File: src/hdl/bpfcap_pkg.sv
package bpfcap_pkg;

    // datapath sizes
    localparam int NUM_TAPS   = 8;
    localparam int DATA_W     = 32;
    localparam int COEF_W     = 16;
    localparam int BURST_W    = 16;
    localparam int TAP_SEL_W  = $clog2(NUM_TAPS);

    // result FIFO, the credit count spans 0 to FIFO_DEPTH
    localparam int FIFO_DEPTH = 16;
    localparam int FIFO_AW    = $clog2(FIFO_DEPTH);
    localparam int CREDIT_W   = $clog2(FIFO_DEPTH + 1);

    // slave register map
    localparam int CSR_AW = 3;
    localparam logic [CSR_AW-1:0] REG_CONTROL       = 3'd0;
    localparam logic [CSR_AW-1:0] REG_PKT_BEGIN     = 3'd1;
    localparam logic [CSR_AW-1:0] REG_PKT_END       = 3'd2;
    localparam logic [CSR_AW-1:0] REG_WRITE_ADDRESS = 3'd3;
    localparam logic [CSR_AW-1:0] REG_COEF_SEL      = 3'd4;
    localparam logic [CSR_AW-1:0] REG_COEF_DATA     = 3'd5;

    // control register bits
    localparam int CTRL_START = 0;
    localparam int CTRL_BUSY  = 1;
    localparam int CTRL_DONE  = 2;

    typedef enum logic [1:0] {
        RD_IDLE,
        RD_ISSUE,
        RD_WAIT_DATA
    } reader_state_e;

    typedef enum logic {
        WR_IDLE,
        WR_WRITE
    } writer_state_e;

endpackage

File: src/hdl/bpfcap_csr_if.sv
interface bpfcap_csr_if;
    import bpfcap_pkg::*;

    logic              start;
    logic [DATA_W-1:0] pkt_begin;
    logic [DATA_W-1:0] pkt_end;
    logic [DATA_W-1:0] write_address;
    logic              done;

    modport csr (
        output start, pkt_begin, pkt_end, write_address,
        input  done
    );

    modport reader (
        input start, pkt_begin, pkt_end
    );

    modport writer (
        input  start, write_address,
        output done
    );
endinterface

File: src/hdl/bpfcap_reader.sv
module bpfcap_reader (
    input  logic                            clk,
    input  logic                            arst_n,
    output logic [bpfcap_pkg::DATA_W-1:0]   avs_m0_address,
    output logic [bpfcap_pkg::BURST_W-1:0]  avs_m0_burstcount,
    output logic                            avs_m0_read,
    input  logic [bpfcap_pkg::DATA_W-1:0]   avs_m0_readdata,
    input  logic                            avs_m0_readdatavalid,
    input  logic                            avs_m0_waitrequest,
    bpfcap_csr_if.reader                    csr,
    input  logic [bpfcap_pkg::CREDIT_W-1:0] credit_free,
    output logic                            sample_valid,
    output logic signed [bpfcap_pkg::COEF_W-1:0] sample,
    output logic                            sample_last
);
    import bpfcap_pkg::*;

    reader_state_e     state;
    logic [DATA_W-1:0] next_addr;
    logic              last_word;
    logic              credit_ok;

    assign avs_m0_burstcount = BURST_W'(1);
    assign next_addr = avs_m0_address + DATA_W'(4);
    assign last_word = next_addr >= csr.pkt_end;

    // the sample strobed this cycle is not yet taken off credit_free
    assign credit_ok = credit_free > CREDIT_W'(sample_valid);

    always_ff @(posedge clk or negedge arst_n) begin
        if (!arst_n) begin
            state          <= RD_IDLE;
            avs_m0_address <= '0;
            avs_m0_read    <= 1'b0;
            sample_valid   <= 1'b0;
            sample_last    <= 1'b0;
        end else begin
            sample_valid <= 1'b0;
            sample_last  <= 1'b0;
            case (state)
                RD_IDLE: begin
                    if (csr.start) begin
                        avs_m0_address <= csr.pkt_begin;
                        state          <= RD_ISSUE;
                    end
                end
                RD_ISSUE: begin
                    // once raised, read holds until the slave takes it
                    if (!avs_m0_read) begin
                        avs_m0_read <= credit_ok;
                    end else if (!avs_m0_waitrequest) begin
                        avs_m0_read <= 1'b0;
                        state       <= RD_WAIT_DATA;
                    end
                end
                RD_WAIT_DATA: begin
                    if (avs_m0_readdatavalid) begin
                        sample_valid   <= 1'b1;
                        sample_last    <= last_word;
                        avs_m0_address <= next_addr;
                        state          <= last_word ? RD_IDLE : RD_ISSUE;
                    end
                end
                default: state <= RD_IDLE;
            endcase
        end
    end

    always_ff @(posedge clk) begin
        if (state == RD_WAIT_DATA && avs_m0_readdatavalid) begin
            sample <= avs_m0_readdata[COEF_W-1:0];
        end
    end

    a_no_stray_data: assert property (
        @(posedge clk) disable iff (!arst_n)
        avs_m0_readdatavalid |-> state != RD_IDLE
    ) else $error("readdatavalid with no read outstanding");

endmodule

File: src/flat_wrapper.sv
// flat-port wrapper written by rule: the top's interface ports become plain ports
module bpfcap_reader_flat import bpfcap_pkg::*;
  (clk, arst_n, avs_m0_address, avs_m0_burstcount, avs_m0_read, avs_m0_readdata, avs_m0_readdatavalid, avs_m0_waitrequest, credit_free, sample_valid, sample, sample_last, csr_start, csr_pkt_begin, csr_pkt_end);
  bpfcap_csr_if csr_i ();
  input  logic clk;
  input  logic arst_n;
  output logic [bpfcap_pkg::DATA_W-1:0] avs_m0_address;
  output logic [bpfcap_pkg::BURST_W-1:0] avs_m0_burstcount;
  output logic avs_m0_read;
  input  logic [bpfcap_pkg::DATA_W-1:0] avs_m0_readdata;
  input  logic avs_m0_readdatavalid;
  input  logic avs_m0_waitrequest;
  input  logic [bpfcap_pkg::CREDIT_W-1:0] credit_free;
  output logic sample_valid;
  output logic signed [bpfcap_pkg::COEF_W-1:0] sample;
  output logic sample_last;
  input wire logic [$bits(csr_i.start)-1:0] csr_start;
  input wire logic [$bits(csr_i.pkt_begin)-1:0] csr_pkt_begin;
  input wire logic [$bits(csr_i.pkt_end)-1:0] csr_pkt_end;
  assign csr_i.start = csr_start;
  assign csr_i.pkt_begin = csr_pkt_begin;
  assign csr_i.pkt_end = csr_pkt_end;
  bpfcap_reader u_core (.clk(clk), .arst_n(arst_n), .avs_m0_address(avs_m0_address), .avs_m0_burstcount(avs_m0_burstcount), .avs_m0_read(avs_m0_read), .avs_m0_readdata(avs_m0_readdata), .avs_m0_readdatavalid(avs_m0_readdatavalid), .avs_m0_waitrequest(avs_m0_waitrequest), .csr(csr_i), .credit_free(credit_free), .sample_valid(sample_valid), .sample(sample), .sample_last(sample_last));
endmodule
File: config.mk
export PLATFORM = sky130hd
export DESIGN_NAME = bpfcap_reader_flat
export DESIGN_NICKNAME = d
export VERILOG_FILES = /design/src/hdl/bpfcap_pkg.sv /design/src/hdl/bpfcap_csr_if.sv /design/src/hdl/bpfcap_reader.sv /design/src/flat_wrapper.sv
export SDC_FILE = /design/constraint.sdc
export NUM_CORES = 1
export LEC_CHECK = 0
export BUFFER_PORTS_ARGS = -buffer_cell sky130_fd_sc_hd__buf_4
export CORE_MARGIN = 2
export CORE_UTILIZATION = 52
export DETAILED_ROUTE_END_ITERATION = 10
export PLACE_DENSITY = 0.91
export SLEW_MARGIN = 25
export SYNTH_ARGS = -nofsm -noshare
export SYNTH_HDL_FRONTEND = slang
export SYNTH_SLANG_ARGS = --single-unit
File: constraint.sdc
create_clock -name clk -period 7.8 [get_ports clk]
set_input_delay 0.78 -clock clk [delete_from_list [all_inputs] [get_ports clk]]
set_output_delay 0.78 -clock clk [all_outputs]
set_load 0.02 [all_outputs]
# After elaboration in Yosys (flattened, before gate mapping)
# Cells that the tools add are included.
[word_totals]
register_bits = 53
latch_bits = 0
ramBits = 0
mem_bits_ro = 0
input_bits = 106
output_inout_bits = 67
wordCells = 35
mem_count = 0
[op_classes]
n_addsub = 1
n_mul = 0
div = 0
n_lt_le_gt_ge = 2
eq_ne = 6
n_shift = 0
mux = 15
n_bitwise = 0
n_reduce_logical = 5
[op_table]
columns = ["op", "count"]
rows = [
  ["2-to-1 mux 32 bit", 2],
  ["case mux 32 bit (2 select lines)", 1],
  ["adder 32 x 3 -> 32 bit, second input constant", 1],
  [">= comparator 32 bit", 1],
  ["2-to-1 mux 2 bit", 4],
  ["2-to-1 mux 1 bit", 7],
  ["!= test 2 bit, second input constant", 3],
  ["case mux 2 bit (3 select lines)", 1],
  ["> comparator 5 x 1 -> 1 bit", 1],
  ["AND reduction 4 bit", 1],
  ["AND reduction 3 bit", 1],
  ["equality test 2 x 1 -> 1 bit, second input constant", 1],
  ["equality test 2 bit, second input constant", 1],
  ["zero test 2 bit", 1],
  ["!= test 2 x 1 -> 1 bit, second input constant", 1],
  ["nonzero test 2 bit", 1],
  ["logical AND 1 bit", 1],
]

# Logic depth before layout (Yosys ltp)
# Gate-level depths: netlist (run 1).
[logic_depth]
word_depth = 5
mapped_depth = 14
ltp_nobuf = 11

# Least setup slack after synthesis (run 1)
# OpenSTA, ideal clock, no wires.
[synth_path]
kind = "reg2reg"
from = "reg u_core.avs_m0_address[2] (netlist bit)"
to = "reg u_core.state[0]"
arrival_time_ns = 2.720
required_ns = 7.678
setup_slack_ns = 4.958
path_stages_with_launch = 12
synth_period_minus_slack_ns = 2.842
path_cell_list = "dfrtp_1 > ha_1 > and4_1 > and2_2 > clkbuf_1 > nand4_1 > xnor2_1 > ha_1 > nand4_1 > nor4_1 > o31ai_1 > a32o_1"
[synth_via]
elab_chain_len = 5
[synth_lines]
columns = ["item", "line_no", "text"]
rows = [
  ["start, declared", "bpfcap_reader.sv:4", "output logic [bpfcap_pkg::DATA_W-1:0] avs_m0_address,"],
  ["start signal, assigned", "bpfcap_reader.sv:43", "avs_m0_address <= csr.pkt_begin;"],
  ["start signal, assigned", "bpfcap_reader.sv:60", "avs_m0_address <= next_addr;"],
  ["adder 32 x 3 -> 32 bit", "bpfcap_reader.sv:24", "assign next_addr = avs_m0_address + DATA_W'(4);"],
  [">= comparator 32 bit", "bpfcap_reader.sv:25", "assign last_word = next_addr >= csr.pkt_end;"],
  ["2-to-1 mux 1 bit", "bpfcap_reader.sv:61", "state <= last_word ? RD_IDLE : RD_ISSUE;"],
  ["2-to-1 mux 2 bit", "bpfcap_reader.sv:57", "if (avs_m0_readdatavalid) begin"],
  ["case mux 2 bit (3 select lines)", "bpfcap_reader.sv:40", "case (state)"],
  ["end signal, assigned", "bpfcap_reader.sv:61", ""],
  ["end, declared", "bpfcap_reader.sv:18", "reader_state_e state;"],
]
# No other way between the ends. The select of a mux whose other input is x is not followed.
# A chain may end at the register's enable or synchronous reset.

# Worst setup path in the final report (run 1)
[layout_path]
from = "reg u_core.avs_m0_address[4] (netlist bit)"
to = "reg u_core.state[0]"
# The elaborated chain is that of the path after synthesis.

==> Implementation_results.wiki, run 1 <==
{| class="wikitable"
! Metric !! Value
|-
| Status || finished clean
|-
| Core Box Area || 7290 sq um
|-
| # DRC || 0
|-
| Synth cell count leaders || 41 x sky130_fd_sc_hd__nand2_1, 38 x sky130_fd_sc_hd__inv_1, 37 x sky130_fd_sc_hd__dfrtp_1
|-
| Dominant cell type by area after synthesis || sky130_fd_sc_hd__dfrtp_1
|-
| Power density over the cells || 335 nW/um^2
|-
| Detailed-route wire length on metal 1 || 4240 um
|-
| RSZ-0062 raised after global routing || false
|-
| Ys async rst share || 69.8%
|-
| Largest fanout of any net on the critical path || 10
|-
| Cells on worst reg2reg path || 10
|-
| Hold_ws || 0.434 ns
|-
| Maximum number of pins on one net before global-route repair || 58
|-
| Simple-gate portion of the synthesized area || 18.1%
|-
| Count of state elements after synthesis || 53
|-
| Num Clock Sinks || 53
|-
| Weighted congestion reported at the end of routability-driven placement || 0.891
|-
| Total congestion overflow || 0
|-
| Overall global routing resource usage || 25.3%
|-
| Combinational family with the most area after synthesis || simple AND/OR/NAND/NOR gates
|-
| Worst EP required || 7.99 ns
|-
| Routed length on met2 || 5490 um
|-
| Die ar. || 8240 sq um
|-
| Min-delay worst type || in2async
|-
| H-tree Lvls || 2
|-
| Starting density of the core || 53.7%
|-
| Number of gates resized after CTS || 0
|-
| Antenna viol nets, final || 0
|-
| Total negative setup slack || 0 ns
|-
| Crit path time final || 3.32 ns
|-
| Synth area leaders || sky130_fd_sc_hd__dfrtp_1 24%, sky130_fd_sc_hd__edfxtp_1 12%, sky130_fd_sc_hd__ha_1 11%
|-
| Synth Area in XOR/XNOR || 6.26%
|-
| Horizontal extent of the die || 90.8 um
|-
| DPL Wire Length || 8170 um
|-
| Crit share post-route || 42.6%
|-
| Worst-Skew Late Latency || 0.31 ns
|-
| First-pass detailed-route iteration total || 4
|-
| Clock slew at the register clock pins of the worst setup and hold paths || 0.09 ns
|-
| Detail-routed net length per standard cell || 16.1 um
|-
| Compound-gate portion of the synthesized area || 17.5%
|-
| Mean Syn Cell Area || 8.86 sq um
|-
| Highest achievable clock rate || 301 MHz
|-
| Adder-cell share of the synthesized area || 11.2%
|-
| Portion of netlist area occupied by mux cells || 1.05%
|-
| Final Skew || 0.0128 ns
|-
| CP startpoint kind || register
|-
| Number of nets in the layout || 707
|-
| Dominant synthesized flop cell || sky130_fd_sc_hd__dfrtp_1
|-
| Max cap viols || 0
|-
| Slew at the pin closest to its max-slew limit || 0.736 ns
|-
| Number of hold violations in the final report || 0
|-
| Max rail drop VDD || 176 uV
|-
| Max-slew violations || 0
|-
| Routed met3 length || 728 um
|-
| Placement Rows || 31
|-
| Total wirelength of the detailed-routed design || 10700 um
|-
| Yosys warning count || 0
|-
| Arrival time of the worst setup path || 3.52 ns
|-
| Post-synth EDFFs || 16
|-
| Area of combinational cells with multiple inputs || 2190 sq um
|-
| Crit Path Category || reg2reg
|-
| Clock tree from TritonCTS || yes
|-
| Top cell type's share of synthesized area || 23.6%
|-
| DRC marker count from the first detailed-route iteration || 129
|-
| Total via count after detailed routing || 3786
|-
| Clock buffers created by TritonCTS || 5
|-
| Number of buffers added for setup after CTS || 0
|-
| Number of antenna violations at the first check in global routing || 0
|-
| Via-to-Cell Ratio || 5.68
|-
| Port bufs || 140
|-
| Clk buf depth || 2
|-
| Area of all sequential standard cells || 1410 sq um
|-
| Leakage power || 2.41 nW
|-
| Ant. Diodes || 0
|-
| Gate count of the mapped netlist || 442
|-
| Number of setup violations in the final report || 0
|-
| Sequential share of the synthesized area || 35.9%
|-
| Die Span Y || 90.8 um
|-
| Top-level port count || 173
|-
| Via count of the first global-routing pass || 3635
|-
| Headroom to the max-slew limit || 51.0%
|-
| Hold buffer count at cts || 0
|-
| Highest metal layer with signal wires || met4
|-
| Count of fill cells added during filler insertion || 613
|-
| Wire length of the first global-routing pass || 16900 um
|-
| Kind of capture point of the worst setup path || register
|-
| Area added between synthesis and finish || 29.3%
|-
| Count of different cell masters after synthesis || 53
|-
| Most common cell in the netlist || sky130_fd_sc_hd__nand2_1
|-
| Clock tree root driver cell || sky130_fd_sc_hd__clkbuf_8
|-
| Post-synthesis instance area || 3920 sq um
|-
| Share of layout cells above drive strength 1 || 28.9%
|-
| Reg2Reg Setup Slack || 4.48 ns
|}
worst max-delay path, stage by stage (launching register included):
cell	delay [ns]
sky130_fd_sc_hd__dfrtp_1	0.52
sky130_fd_sc_hd__and3_4	0.25
sky130_fd_sc_hd__and3_1	0.42
sky130_fd_sc_hd__and4_1	0.41
sky130_fd_sc_hd__nand3_2	0.12
sky130_fd_sc_hd__xnor2_1	0.15
sky130_fd_sc_hd__ha_1	0.30
sky130_fd_sc_hd__nand4_1	0.13
sky130_fd_sc_hd__nor4_1	0.43
sky130_fd_sc_hd__o31ai_1	0.19
sky130_fd_sc_hd__a32o_1	0.28
stage by stage:
| step | cells | total power [mW] | cell area [sq um] | util [%] | worst slack, ns |
|---|---|---|---|---|---|
| final | 666 | 1.69 | 5060 | 69.5 | 4.48 |
| after global routing | 666 | 1.82 | 5060 | 69.5 | 4.22 |
| after CTS | 666 | 1.69 | 5060 | 69.4 | 4.41 |
| after detailed placement | 658 | 1.47 | 4930 | 67.6 | 4.45 |
| after global placement | 658 | 1.42 | 4930 | 67.6 | 4.48 |
| after floorplan | 456 | 1.15 | 3970 | - | 4.96 |
registers in the layout (all words and copies together), names as in the netlist:
signal	cells
u_core.avs_m0_address	32
u_core.avs_m0_read	1
u_core.sample	16
u_core.sample_last	1
u_core.sample_valid	1
u_core.state	2
layout by cell type (no fill, tap or decap), types with 6 or more instances in the layout:
| master | netlist | final |
|---|---|---|
| sky130_fd_sc_hd__inv_1 | 38 | 38 |
| sky130_fd_sc_hd__o22ai_1 | 14 | 14 |
| sky130_fd_sc_hd__dfrtp_1 | 37 | 37 |
| sky130_fd_sc_hd__nand3_1 | 13 | 13 |
| sky130_fd_sc_hd__nand2_1 | 41 | 41 |
| sky130_fd_sc_hd__a31oi_1 | 6 | 6 |
| sky130_fd_sc_hd__nor2_1 | 25 | 23 |
| sky130_fd_sc_hd__xor2_1 | 9 | 9 |
| sky130_fd_sc_hd__conb_1 | 2 | 16 |
| sky130_fd_sc_hd__nor3_1 | 7 | 7 |
| sky130_fd_sc_hd__buf_4 | 18 | 142 |
| sky130_fd_sc_hd__o21ai_0 | 21 | 21 |
| sky130_fd_sc_hd__ha_1 | 35 | 35 |
| sky130_fd_sc_hd__a21oi_1 | 31 | 31 |
| sky130_fd_sc_hd__edfxtp_1 | 16 | 16 |
| sky130_fd_sc_hd__nand4_1 | 18 | 18 |
| sky130_fd_sc_hd__xnor2_1 | 19 | 19 |
| sky130_fd_sc_hd__a2bb2oi_1 | 12 | 12 |
report_power, final:
group	internal [mW]	switching, mW
registers	0.386	0.163
clock network	0.128	0.0938
logic	0.416	0.509
total	0.929	0.765
path summary, 6_finish.rpt:
kind                                                            from                                    end
worst max-delay path            u_core.avs_m0_address[4]$_DFFE_PN0P_            u_core.state[0]$_DFFE_PN0P_
worst min-delay path                                          arst_n  u_core.avs_m0_address[31]$_DFFE_PN0P_
max in group asynchronous                                     arst_n   u_core.avs_m0_address[4]$_DFFE_PN0P_
min in group clk                      u_core.avs_m0_read$_DFFE_PN0N_         u_core.avs_m0_read$_DFFE_PN0N_
worst min register to register        u_core.avs_m0_read$_DFFE_PN0N_         u_core.avs_m0_read$_DFFE_PN0N_
worst max register to register  u_core.avs_m0_address[4]$_DFFE_PN0P_            u_core.state[0]$_DFFE_PN0P_
kinds of logic after synthesis:
group,Yosys count
AND/OR/NAND/NOR,135
AO/OA/AOI/OAI,108
buffers and inverters,77
flip-flops,53
adder cells (fa/ha/maj),35
XOR/XNOR,28
multiplexers,4
other,2
final cells by class:
class	instances	area share [%]
Clock buffer	5	1.36
Clock inverter	3	1.28
Timing Repair Buffer	142	21.0
Tap cell	99	2.45
Multi-Input combinational cell	326	43.3
Sequential cell	53	27.8
Inverter	38	2.82
routing by layer:
layer  up-vias  global-route usage (%)
met3        20                    3.84
met4         0                    7.20
met5         -                       0
met2       165                    47.5
li1       1787                       -
met1      1814                    29.8
(Power assumes the default switching activity.)
==> run 2: changes to the inputs <==
Settings changed: ABC_AREA set to 1, CORE_UTILIZATION 52 to 50, PLACE_DENSITY 0.91 to 0.86.
Clock period 7.8 ns to 3.3 ns, I/O delays scaled along.
==> run 2 against run 1 <==
Net effect:
- first-iteration DRC count is 54% higher
- count of clock-buffer cells in the layout unchanged
- clock skew up 0.0024 ns
- via count increased by 9.6%
- power up 140%
- register-to-register slack lost 4.0 ns
- worst setup slack worse by 4.0 ns
- sequential power rose by 130%
- combinational power increased to 2.6 times the previous value
- die area grew 13%
- fmax rose by 18%
- critical path type unchanged
==> Implementation_results.wiki, run 2 <==
{| class="wikitable"
! Metric !! Value
|-
| Reg2reg start || u_core.avs_m0_address[9]$_DFFE_PN0P_
|-
| Leading cell types in the layout, fill and taps excluded || 151 x sky130_fd_sc_hd__nand2_1, 144 x sky130_fd_sc_hd__buf_4, 97 x sky130_fd_sc_hd__inv_1, 56 x sky130_fd_sc_hd__nor2_1, 37 x sky130_fd_sc_hd__dfrtp_1
|-
| DPL Wire Length || 9160 um
|-
| Crit-path slowest cell || sky130_fd_sc_hd__dfrtp_1
|-
| Num Clock Sinks || 53
|-
| Largest register FFs || 32
|-
| Max cap viols || 0
|-
| Detail-routed net length per standard cell || 13.8 um
|-
| Core Box Area || 8260 sq um
|-
| Count of different cell masters after synthesis || 39
|-
| Number of buffers added for setup after CTS || 0
|-
| Worst EP required || 3.51 ns
|-
| Share of layout cells above drive strength 1 || 27.8%
|-
| Total negative setup slack || 0 ns
|-
| Area added between synthesis and finish || 27.7%
|-
| Cells on worst reg2reg path || 17
|-
| Crit Path Category || reg2reg
|-
| Largest fanout of any net on the critical path || 7
|-
| Most common library cell in the layout ignoring fill and taps || sky130_fd_sc_hd__nand2_1
|-
| Crit path time final || 2.81 ns
|-
| Top cell type's share of synthesized area || 21.6%
|-
| Count of state elements after synthesis || 53
|-
| Mean Syn Cell Area || 7.34 sq um
|-
| Max rail drop VDD || 591 uV
|-
| Total congestion overflow || 0
|-
| Max-slew violations || 0
|-
| Worst-path cell chain || inv_2, nor3_4, nand2_1, nor2_4, nand3_1, nand2_1, inv_1, ha_1, nand2_1, nor2_1, nand4_1, nor2_1, nand2_1, nand2_1, nand2_1, nand2_1, nand2_1
|-
| Total via count after detailed routing || 4150
|-
| Origin of the worst min-delay path || avs_m0_readdata[6]
|-
| Headroom to the max-slew limit || 64.9%
|-
| Starting density of the core || 51.8%
|-
| Clock buffers created by TritonCTS || 5
|-
| Yosys warning count || 0
|-
| Overall global routing resource usage || 24.6%
|-
| Clk buf depth || 2
|-
| Leakage power || 2.96 nW
|-
| Most common cell in the netlist || sky130_fd_sc_hd__nand2_1
|-
| Synth cell count leaders || 151 x sky130_fd_sc_hd__nand2_1, 97 x sky130_fd_sc_hd__inv_1, 56 x sky130_fd_sc_hd__nor2_1
|-
| Min-delay worst type || in2reg
|-
| Maximum number of pins on one net before global-route repair || 40
|-
| Ys async rst share || 69.8%
|-
| Worst-Skew Late Latency || 0.33 ns
|-
| Port bufs || 140
|-
| Clock slew at the register clock pins of the worst setup and hold paths || 0.12 ns
|-
| Sequential share of the synthesized area || 32.8%
|-
| Utilization after layout || 66.2%
|-
| Placement Rows || 33
|-
| Number of antenna violations at the first check in global routing || 0
|-
| Synth area leaders || sky130_fd_sc_hd__dfrtp_1 22%, sky130_fd_sc_hd__nand2_1 13%, sky130_fd_sc_hd__edfxtp_1 11%
|-
| Post-synthesis instance area || 4280 sq um
|-
| # DRC || 0
|-
| Top Family by Delay on Critical Path || simple AND/OR/NAND/NOR gates
|-
| Gate count of the mapped netlist || 583
|-
| Dominant cell type by area after synthesis || sky130_fd_sc_hd__dfrtp_1
|-
| Dominant synthesized flop cell || sky130_fd_sc_hd__dfrtp_1
|-
| CP startpoint kind || register
|-
| Post-synth EDFFs || 16
|-
| Number of cells on the worst hold path || 1
|-
| Register containing the most flip-flops in the final layout || u_core.avs_m0_address
|-
| Number of nets in the layout || 862
|-
| Cell area after placement || 5360 sq um
|-
| Slew at the pin closest to its max-slew limit || 0.527 ns
|-
| Critical path launch point || u_core.avs_m0_address[9]$_DFFE_PN0P_
|-
| Via count of the first global-routing pass || 3864
|-
| Clock tree root driver cell || sky130_fd_sc_hd__clkbuf_8
|-
| Count of cell instances traversed by the critical path || 17
|-
| Wire length of the first global-routing pass || 17800 um
|-
| Cell occurring most often along the worst timing path || sky130_fd_sc_hd__nand2_1
|-
| Ant. Diodes || 0
|-
| Die Span Y || 96.5 um
|-
| Kind of capture point of the worst setup path || register
|-
| DRC marker count from the first detailed-route iteration || 199
|-
| Leading registers by flop count || u_core.avs_m0_address x32, u_core.sample x16, u_core.state x2
|-
| Top-level port count || 173
|-
| CP bufs+invs || 2
|-
| Antenna viol nets, final || 0
|-
| H-tree Lvls || 2
|-
| First-pass detailed-route iteration total || 5
|-
| RSZ-0062 raised after global routing || false
|-
| Arrival time of the worst setup path || 3.03 ns
|-
| Weighted congestion reported at the end of routability-driven placement || 0.919
|-
| Power density over the cells || 749 nW/um^2
|-
| Number of setup violations in the final report || 0
|-
| Crit share post-route || 85.2%
|-
| Maximum single-stage delay on the critical path || 0.56 ns
|-
| Final Skew || 0.0152 ns
|-
| Die ar. || 9320 sq um
|-
| Total wirelength of the detailed-routed design || 11400 um
|-
| Post-route standard cell area excluding fillers || 5470 sq um
|-
| Via-to-Cell Ratio || 5.02
|-
| Highest achievable clock rate || 356 MHz
|-
| Horizontal extent of the die || 96.5 um
|-
| Status || finished clean
|-
| Number of hold violations in the final report || 0
|-
| Clock tree from TritonCTS || yes
|-
| Final Power || 4.09 mW
|}
-- run 2: metal layers --
layer,GRT usage (%),routed length (um),up-vias
met2,44.6,5940,164
met3,5.20,892,17
met4,5.75,142,0
met1,29.7,4460,1889
met5,0,0,-
li1,-,-,2080
-- run 2: timing repair --
item,in CTS,in global routing
hold endpoints to repair,37,0
hold buffers,1,0
resized for setup,0,0
-- run 2: final timing paths --
path / slack [ns] / to
setup reg to reg: 0.49 / u_core.state[0]$_DFFE_PN0P_
hold / removal: 0.18 / u_core.sample[6]$_DFFE_PP_
max in group asynchronous: 2.41 / u_core.sample_valid$_DFF_PN0_
setup / recovery: 0.49 / u_core.state[0]$_DFFE_PN0P_
min in group asynchronous: 0.50 / u_core.avs_m0_address[17]$_DFFE_PN0P_
hold reg to reg: 0.57 / u_core.avs_m0_read$_DFFE_PN0N_
-- run 2: per-stage QoR --
stage / setup slack (ns) / hold slack (ns) / std cells
after detailed placement: 0.521 / 0.338 / 818
after global routing: 0.180 / 0.168 / 827
final: 0.489 / 0.181 / 827
after CTS: 0.516 / 0.175 / 827
after global placement: 0.608 / 0.323 / 818
after floorplan: 0.891 / 0.0344 / 597
-- run 2: cells by family (layout without fill, tap and decap cells) --
logic type / Yosys count / count (layout) / share of synthesized area, %
and+or+nand+nor: 268 / 268 / 28.8
buffers and inverters: 134 / 259 / 13.6
AOI/OAI and AO/OA: 73 / 73 / 9.91
DFF: 53 / 53 / 32.8
adders and majority gates: 35 / 35 / 10.2
xor gates and xnor gates: 17 / 17 / 4.18
other: 2 / 16 / 0.175
muxes: 1 / 1 / 0.263
-- run 2: area by class of cell --
class	count	area [sq um]
Fill cell	723	2790
Clock inverter	3	28.8
Tap cell	105	131
Inverter	106	398
Clock buffer	5	68.8
Sequential cell	53	1410
Timing Repair Buffer	145	1090
Multi-Input combinational cell	410	2340
-- run 2: where the power goes --
part	internal (mW)	switching [mW]	total [mW]
registers	0.915	0.337	1.25
logic	0.948	1.48	2.43
clock network	0.160	0.256	0.416
total	2.02	2.07	4.09
==> run 3: changes to the inputs <==
Settings changed: CELL_PAD_IN_SITES_DETAIL_PLACEMENT set to 2, CELL_PAD_IN_SITES_GLOBAL_PLACEMENT set to 2, CORE_UTILIZATION 50 to 26, CTS_CLUSTER_DIAMETER set to 60, PLACE_DENSITY 0.86 to 0.85.
Clock period 3.3 ns to 2.96 ns, I/O delays scaled along.
==> run 3 against run 2 <==
Net effect:
- count of clock-buffer cells in the layout unchanged
- final cell count is 16% higher
- via count is 7.6% higher
- final area rose by 8.1%
- sequential share of layout area fell by 1.8 points
- non-clock buffer count increased by 22
- core utilization decreased by 29 points
==> Implementation_results.wiki, run 3 (same netlist as run 2, synthesis figures left out) <==
{| class="wikitable"
! Metric !! Value
|-
| Core Box Area || 16000 sq um
|-
| Wire length of the first global-routing pass || 26200 um
|-
| Kind of capture point of the worst setup path || register
|-
| Worst EP required || 3.16 ns
|-
| Final Skew || 0.00942 ns
|-
| Maximum number of pins on one net before global-route repair || 40
|-
| Number of cells on the worst hold path || 1
|-
| Cells on worst reg2reg path || 18
|-
| Clock tree root driver cell || sky130_fd_sc_hd__clkbuf_16
|-
| Detail-routed net length per standard cell || 17.6 um
|-
| Min-delay worst type || in2reg
|-
| H-tree Lvls || 2
|-
| Placement Rows || 46
|-
| Cell area after placement || 5590 sq um
|-
| Status || finished clean
|-
| Worst-Skew Late Latency || 0.32 ns
|-
| Reg2reg start || u_core.avs_m0_address[8]$_DFFE_PN0P_
|-
| Total congestion overflow || 0
|-
| Antenna viol nets, final || 0
|-
| Largest fanout of any net on the critical path || 6
|-
| Clock buffers created by TritonCTS || 5
|-
| Power density over the cells || 873 nW/um^2
|-
| Crit path time final || 2.86 ns
|-
| Weighted congestion reported at the end of routability-driven placement || 0.917
|-
| Number of instances in the placed design || 941
|-
| Clock slew at the register clock pins of the worst setup and hold paths || 0.08 ns
|-
| Leading registers by flop count || u_core.avs_m0_address x32, u_core.sample x16, u_core.state x2
|-
| Via-to-Cell Ratio || 4.65
|-
| Register containing the most flip-flops in the final layout || u_core.avs_m0_address
|-
| Largest register FFs || 32
|-
| Number of nets in the layout || 884
|-
| Top-level port count || 173
|-
| Horizontal extent of the die || 132 um
|-
| Highest achievable clock rate || 350 MHz
|-
| Die ar. || 17500 sq um
|-
| Slew at the pin closest to its max-slew limit || 0.547 ns
|-
| Endpoint with the worst hold slack || u_core.sample[6]$_DFFE_PP_
|-
| Port bufs || 140
|-
| Num Clock Sinks || 53
|-
| Crit Path Category || reg2reg
|-
| Count of fill cells added during filler insertion || 1928
|-
| Die Span Y || 132 um
|-
| Number of hold violations in the final report || 0
|-
| First-pass detailed-route iteration total || 4
|-
| Share of layout cells above drive strength 1 || 32.9%
|-
| End of the worst register-to-register path || u_core.state[0]$_DFFE_PN0P_
|-
| Clk buf depth || 2
|-
| Origin of the worst min-delay path || avs_m0_readdata[6]
|-
| CP startpoint kind || register
|-
| Overall global routing resource usage || 18.8%
|-
| Ant. Diodes || 0
|-
| Max rail drop VDD || 349 uV
|-
| Crit share post-route || 96.5%
|-
| Max cap viols || 0
|-
| Number of antenna violations at the first check in global routing || 0
|-
| Total wirelength of the detailed-routed design || 16900 um
|-
| Starting density of the core || 26.8%
|-
| Via count of the first global-routing pass || 5027
|-
| Leading cell types in the layout, fill and taps excluded || 166 x sky130_fd_sc_hd__buf_4, 150 x sky130_fd_sc_hd__nand2_1, 95 x sky130_fd_sc_hd__inv_1, 51 x sky130_fd_sc_hd__nor2_1, 34 x sky130_fd_sc_hd__ha_1
|-
| Reg2Reg Setup Slack || 0.10 ns
|-
| Leakage power || 3.10 nW
|-
| Number of setup violations in the final report || 0
|-
| Total via count after detailed routing || 4466
|-
| Clock tree from TritonCTS || yes
|-
| Cell Count, Final, Fillers Out || 960
|-
| DPL Wire Length || 13200 um
|-
| DRC marker count from the first detailed-route iteration || 95
|-
| Post-route standard cell area excluding fillers || 5910 sq um
|-
| Arrival time of the worst setup path || 3.05 ns
|-
| Most common library cell in the layout ignoring fill and taps || sky130_fd_sc_hd__buf_4
|-
| Max-slew violations || 0
|-
| # DRC || 0
|-
| Area added between synthesis and finish || 38.0%
|-
| Headroom to the max-slew limit || 63.5%
|}
[run 3: per-layer routing]
| layer | global-route usage (%) | vias to the layer above | part of all wire, % | wire length [um] |
|---|---|---|---|---|
| met1 | 21.1 | 2181 | 38 | 6430 |
| li1 | - | 2120 | - | - |
| met5 | 0 | - | 0 | 0 |
| met2 | 35.8 | 135 | 53 | 8940 |
| met3 | 4.81 | 30 | 6.5 | 1100 |
| met4 | 3.70 | 0 | 2.4 | 403 |
[run 3: worst max-delay path, stage by stage (launching register included)]
cell and delay [ns]:
sky130_fd_sc_hd__dfrtp_1 0.44, sky130_fd_sc_hd__inv_2 0.13, sky130_fd_sc_hd__nor3_4 0.28, sky130_fd_sc_hd__nand2_4 0.13
sky130_fd_sc_hd__buf_4 0.17, sky130_fd_sc_hd__nor2_4 0.14, sky130_fd_sc_hd__nand2_1 0.09, sky130_fd_sc_hd__nand2_1 0.06
sky130_fd_sc_hd__nand2_1 0.09, sky130_fd_sc_hd__ha_1 0.31, sky130_fd_sc_hd__nand2_1 0.08, sky130_fd_sc_hd__nor2_2 0.13
sky130_fd_sc_hd__nand4_1 0.20, sky130_fd_sc_hd__nor2_2 0.18, sky130_fd_sc_hd__nand2_1 0.09, sky130_fd_sc_hd__nand2_1 0.06
sky130_fd_sc_hd__nand2_1 0.04, sky130_fd_sc_hd__nand2_1 0.05, sky130_fd_sc_hd__nand2_1 0.05
[run 3: final cells by class]
| cell class | count | area, sq um | area share, % |
|---|---|---|---|
| clock buffers | 5 | 125 | 2.12 |
| clock inverters | 3 | 33.8 | 0.572 |
| inverters | 106 | 398 | 6.73 |
| multi-input cells | 410 | 2410 | 40.8 |
| flip-flops and latches | 53 | 1420 | 23.9 |
| well taps | 216 | 270 | 4.57 |
| repair buffers | 167 | 1260 | 21.3 |
[run 3: how the worst max path moves through the flow]
stage,from,to,slack [ns],cells past startpoint
6_report,u_core.avs_m0_address[8]$_DFFE_PN0P_,u_core.state[0]$_DFFE_PN0P_,0.10,18
5_1_grt,u_core.avs_m0_address[24]$_DFFE_PN0P_,u_core.state[0]$_DFFE_PN0P_,-0.13,19
4_1_cts,u_core.avs_m0_address[18]$_DFFE_PN0P_,u_core.state[0]$_DFFE_PN0P_,0.06,17
3_5_place_dp,u_core.avs_m0_address[2]$_DFFE_PN0P_,u_core.state[0]$_DFFE_PN0P_,0.06,18
3_3_place_gp,u_core.avs_m0_address[8]$_DFFE_PN0P_,u_core.state[0]$_DFFE_PN0P_,0.20,19
2_1_floorplan,u_core.avs_m0_address[3]$_DFFE_PN0P_,u_core.state[0]$_DFFE_PN0P_,0.55,18
[run 3: per-stage QoR]
step                setup slack (ns)  utilization (%)  hold slack [ns]  total power [mW]  TNS (ns)
finish                         0.104             36.9            0.154              5.16         0
floorplan                      0.551                -         0.000409              3.19         0
global route                  -0.134             36.9            0.146              5.63    -0.134
global placement               0.202             34.9            0.318              4.19         0
detailed placement            0.0624             34.9            0.326              4.42         0
CTS                           0.0566             36.0            0.148              5.12         0
[run 3: power by group]
part | internal [mW] | total (mW) | switching (mW)
Sequential | 1.03 | 1.39 | 0.362
Combinational | 1.16 | 3.10 | 1.94
Clock | 0.326 | 0.667 | 0.341
Total | 2.51 | 5.16 | 2.65
[run 3: what timing repair did]
item,CTS,global route
resized for setup,1,24
pin swaps,0,6
hold buffers,1,0
endpoints found under the setup margin,1,2
setup buffers,0,10
hold endpoints to repair,37,0
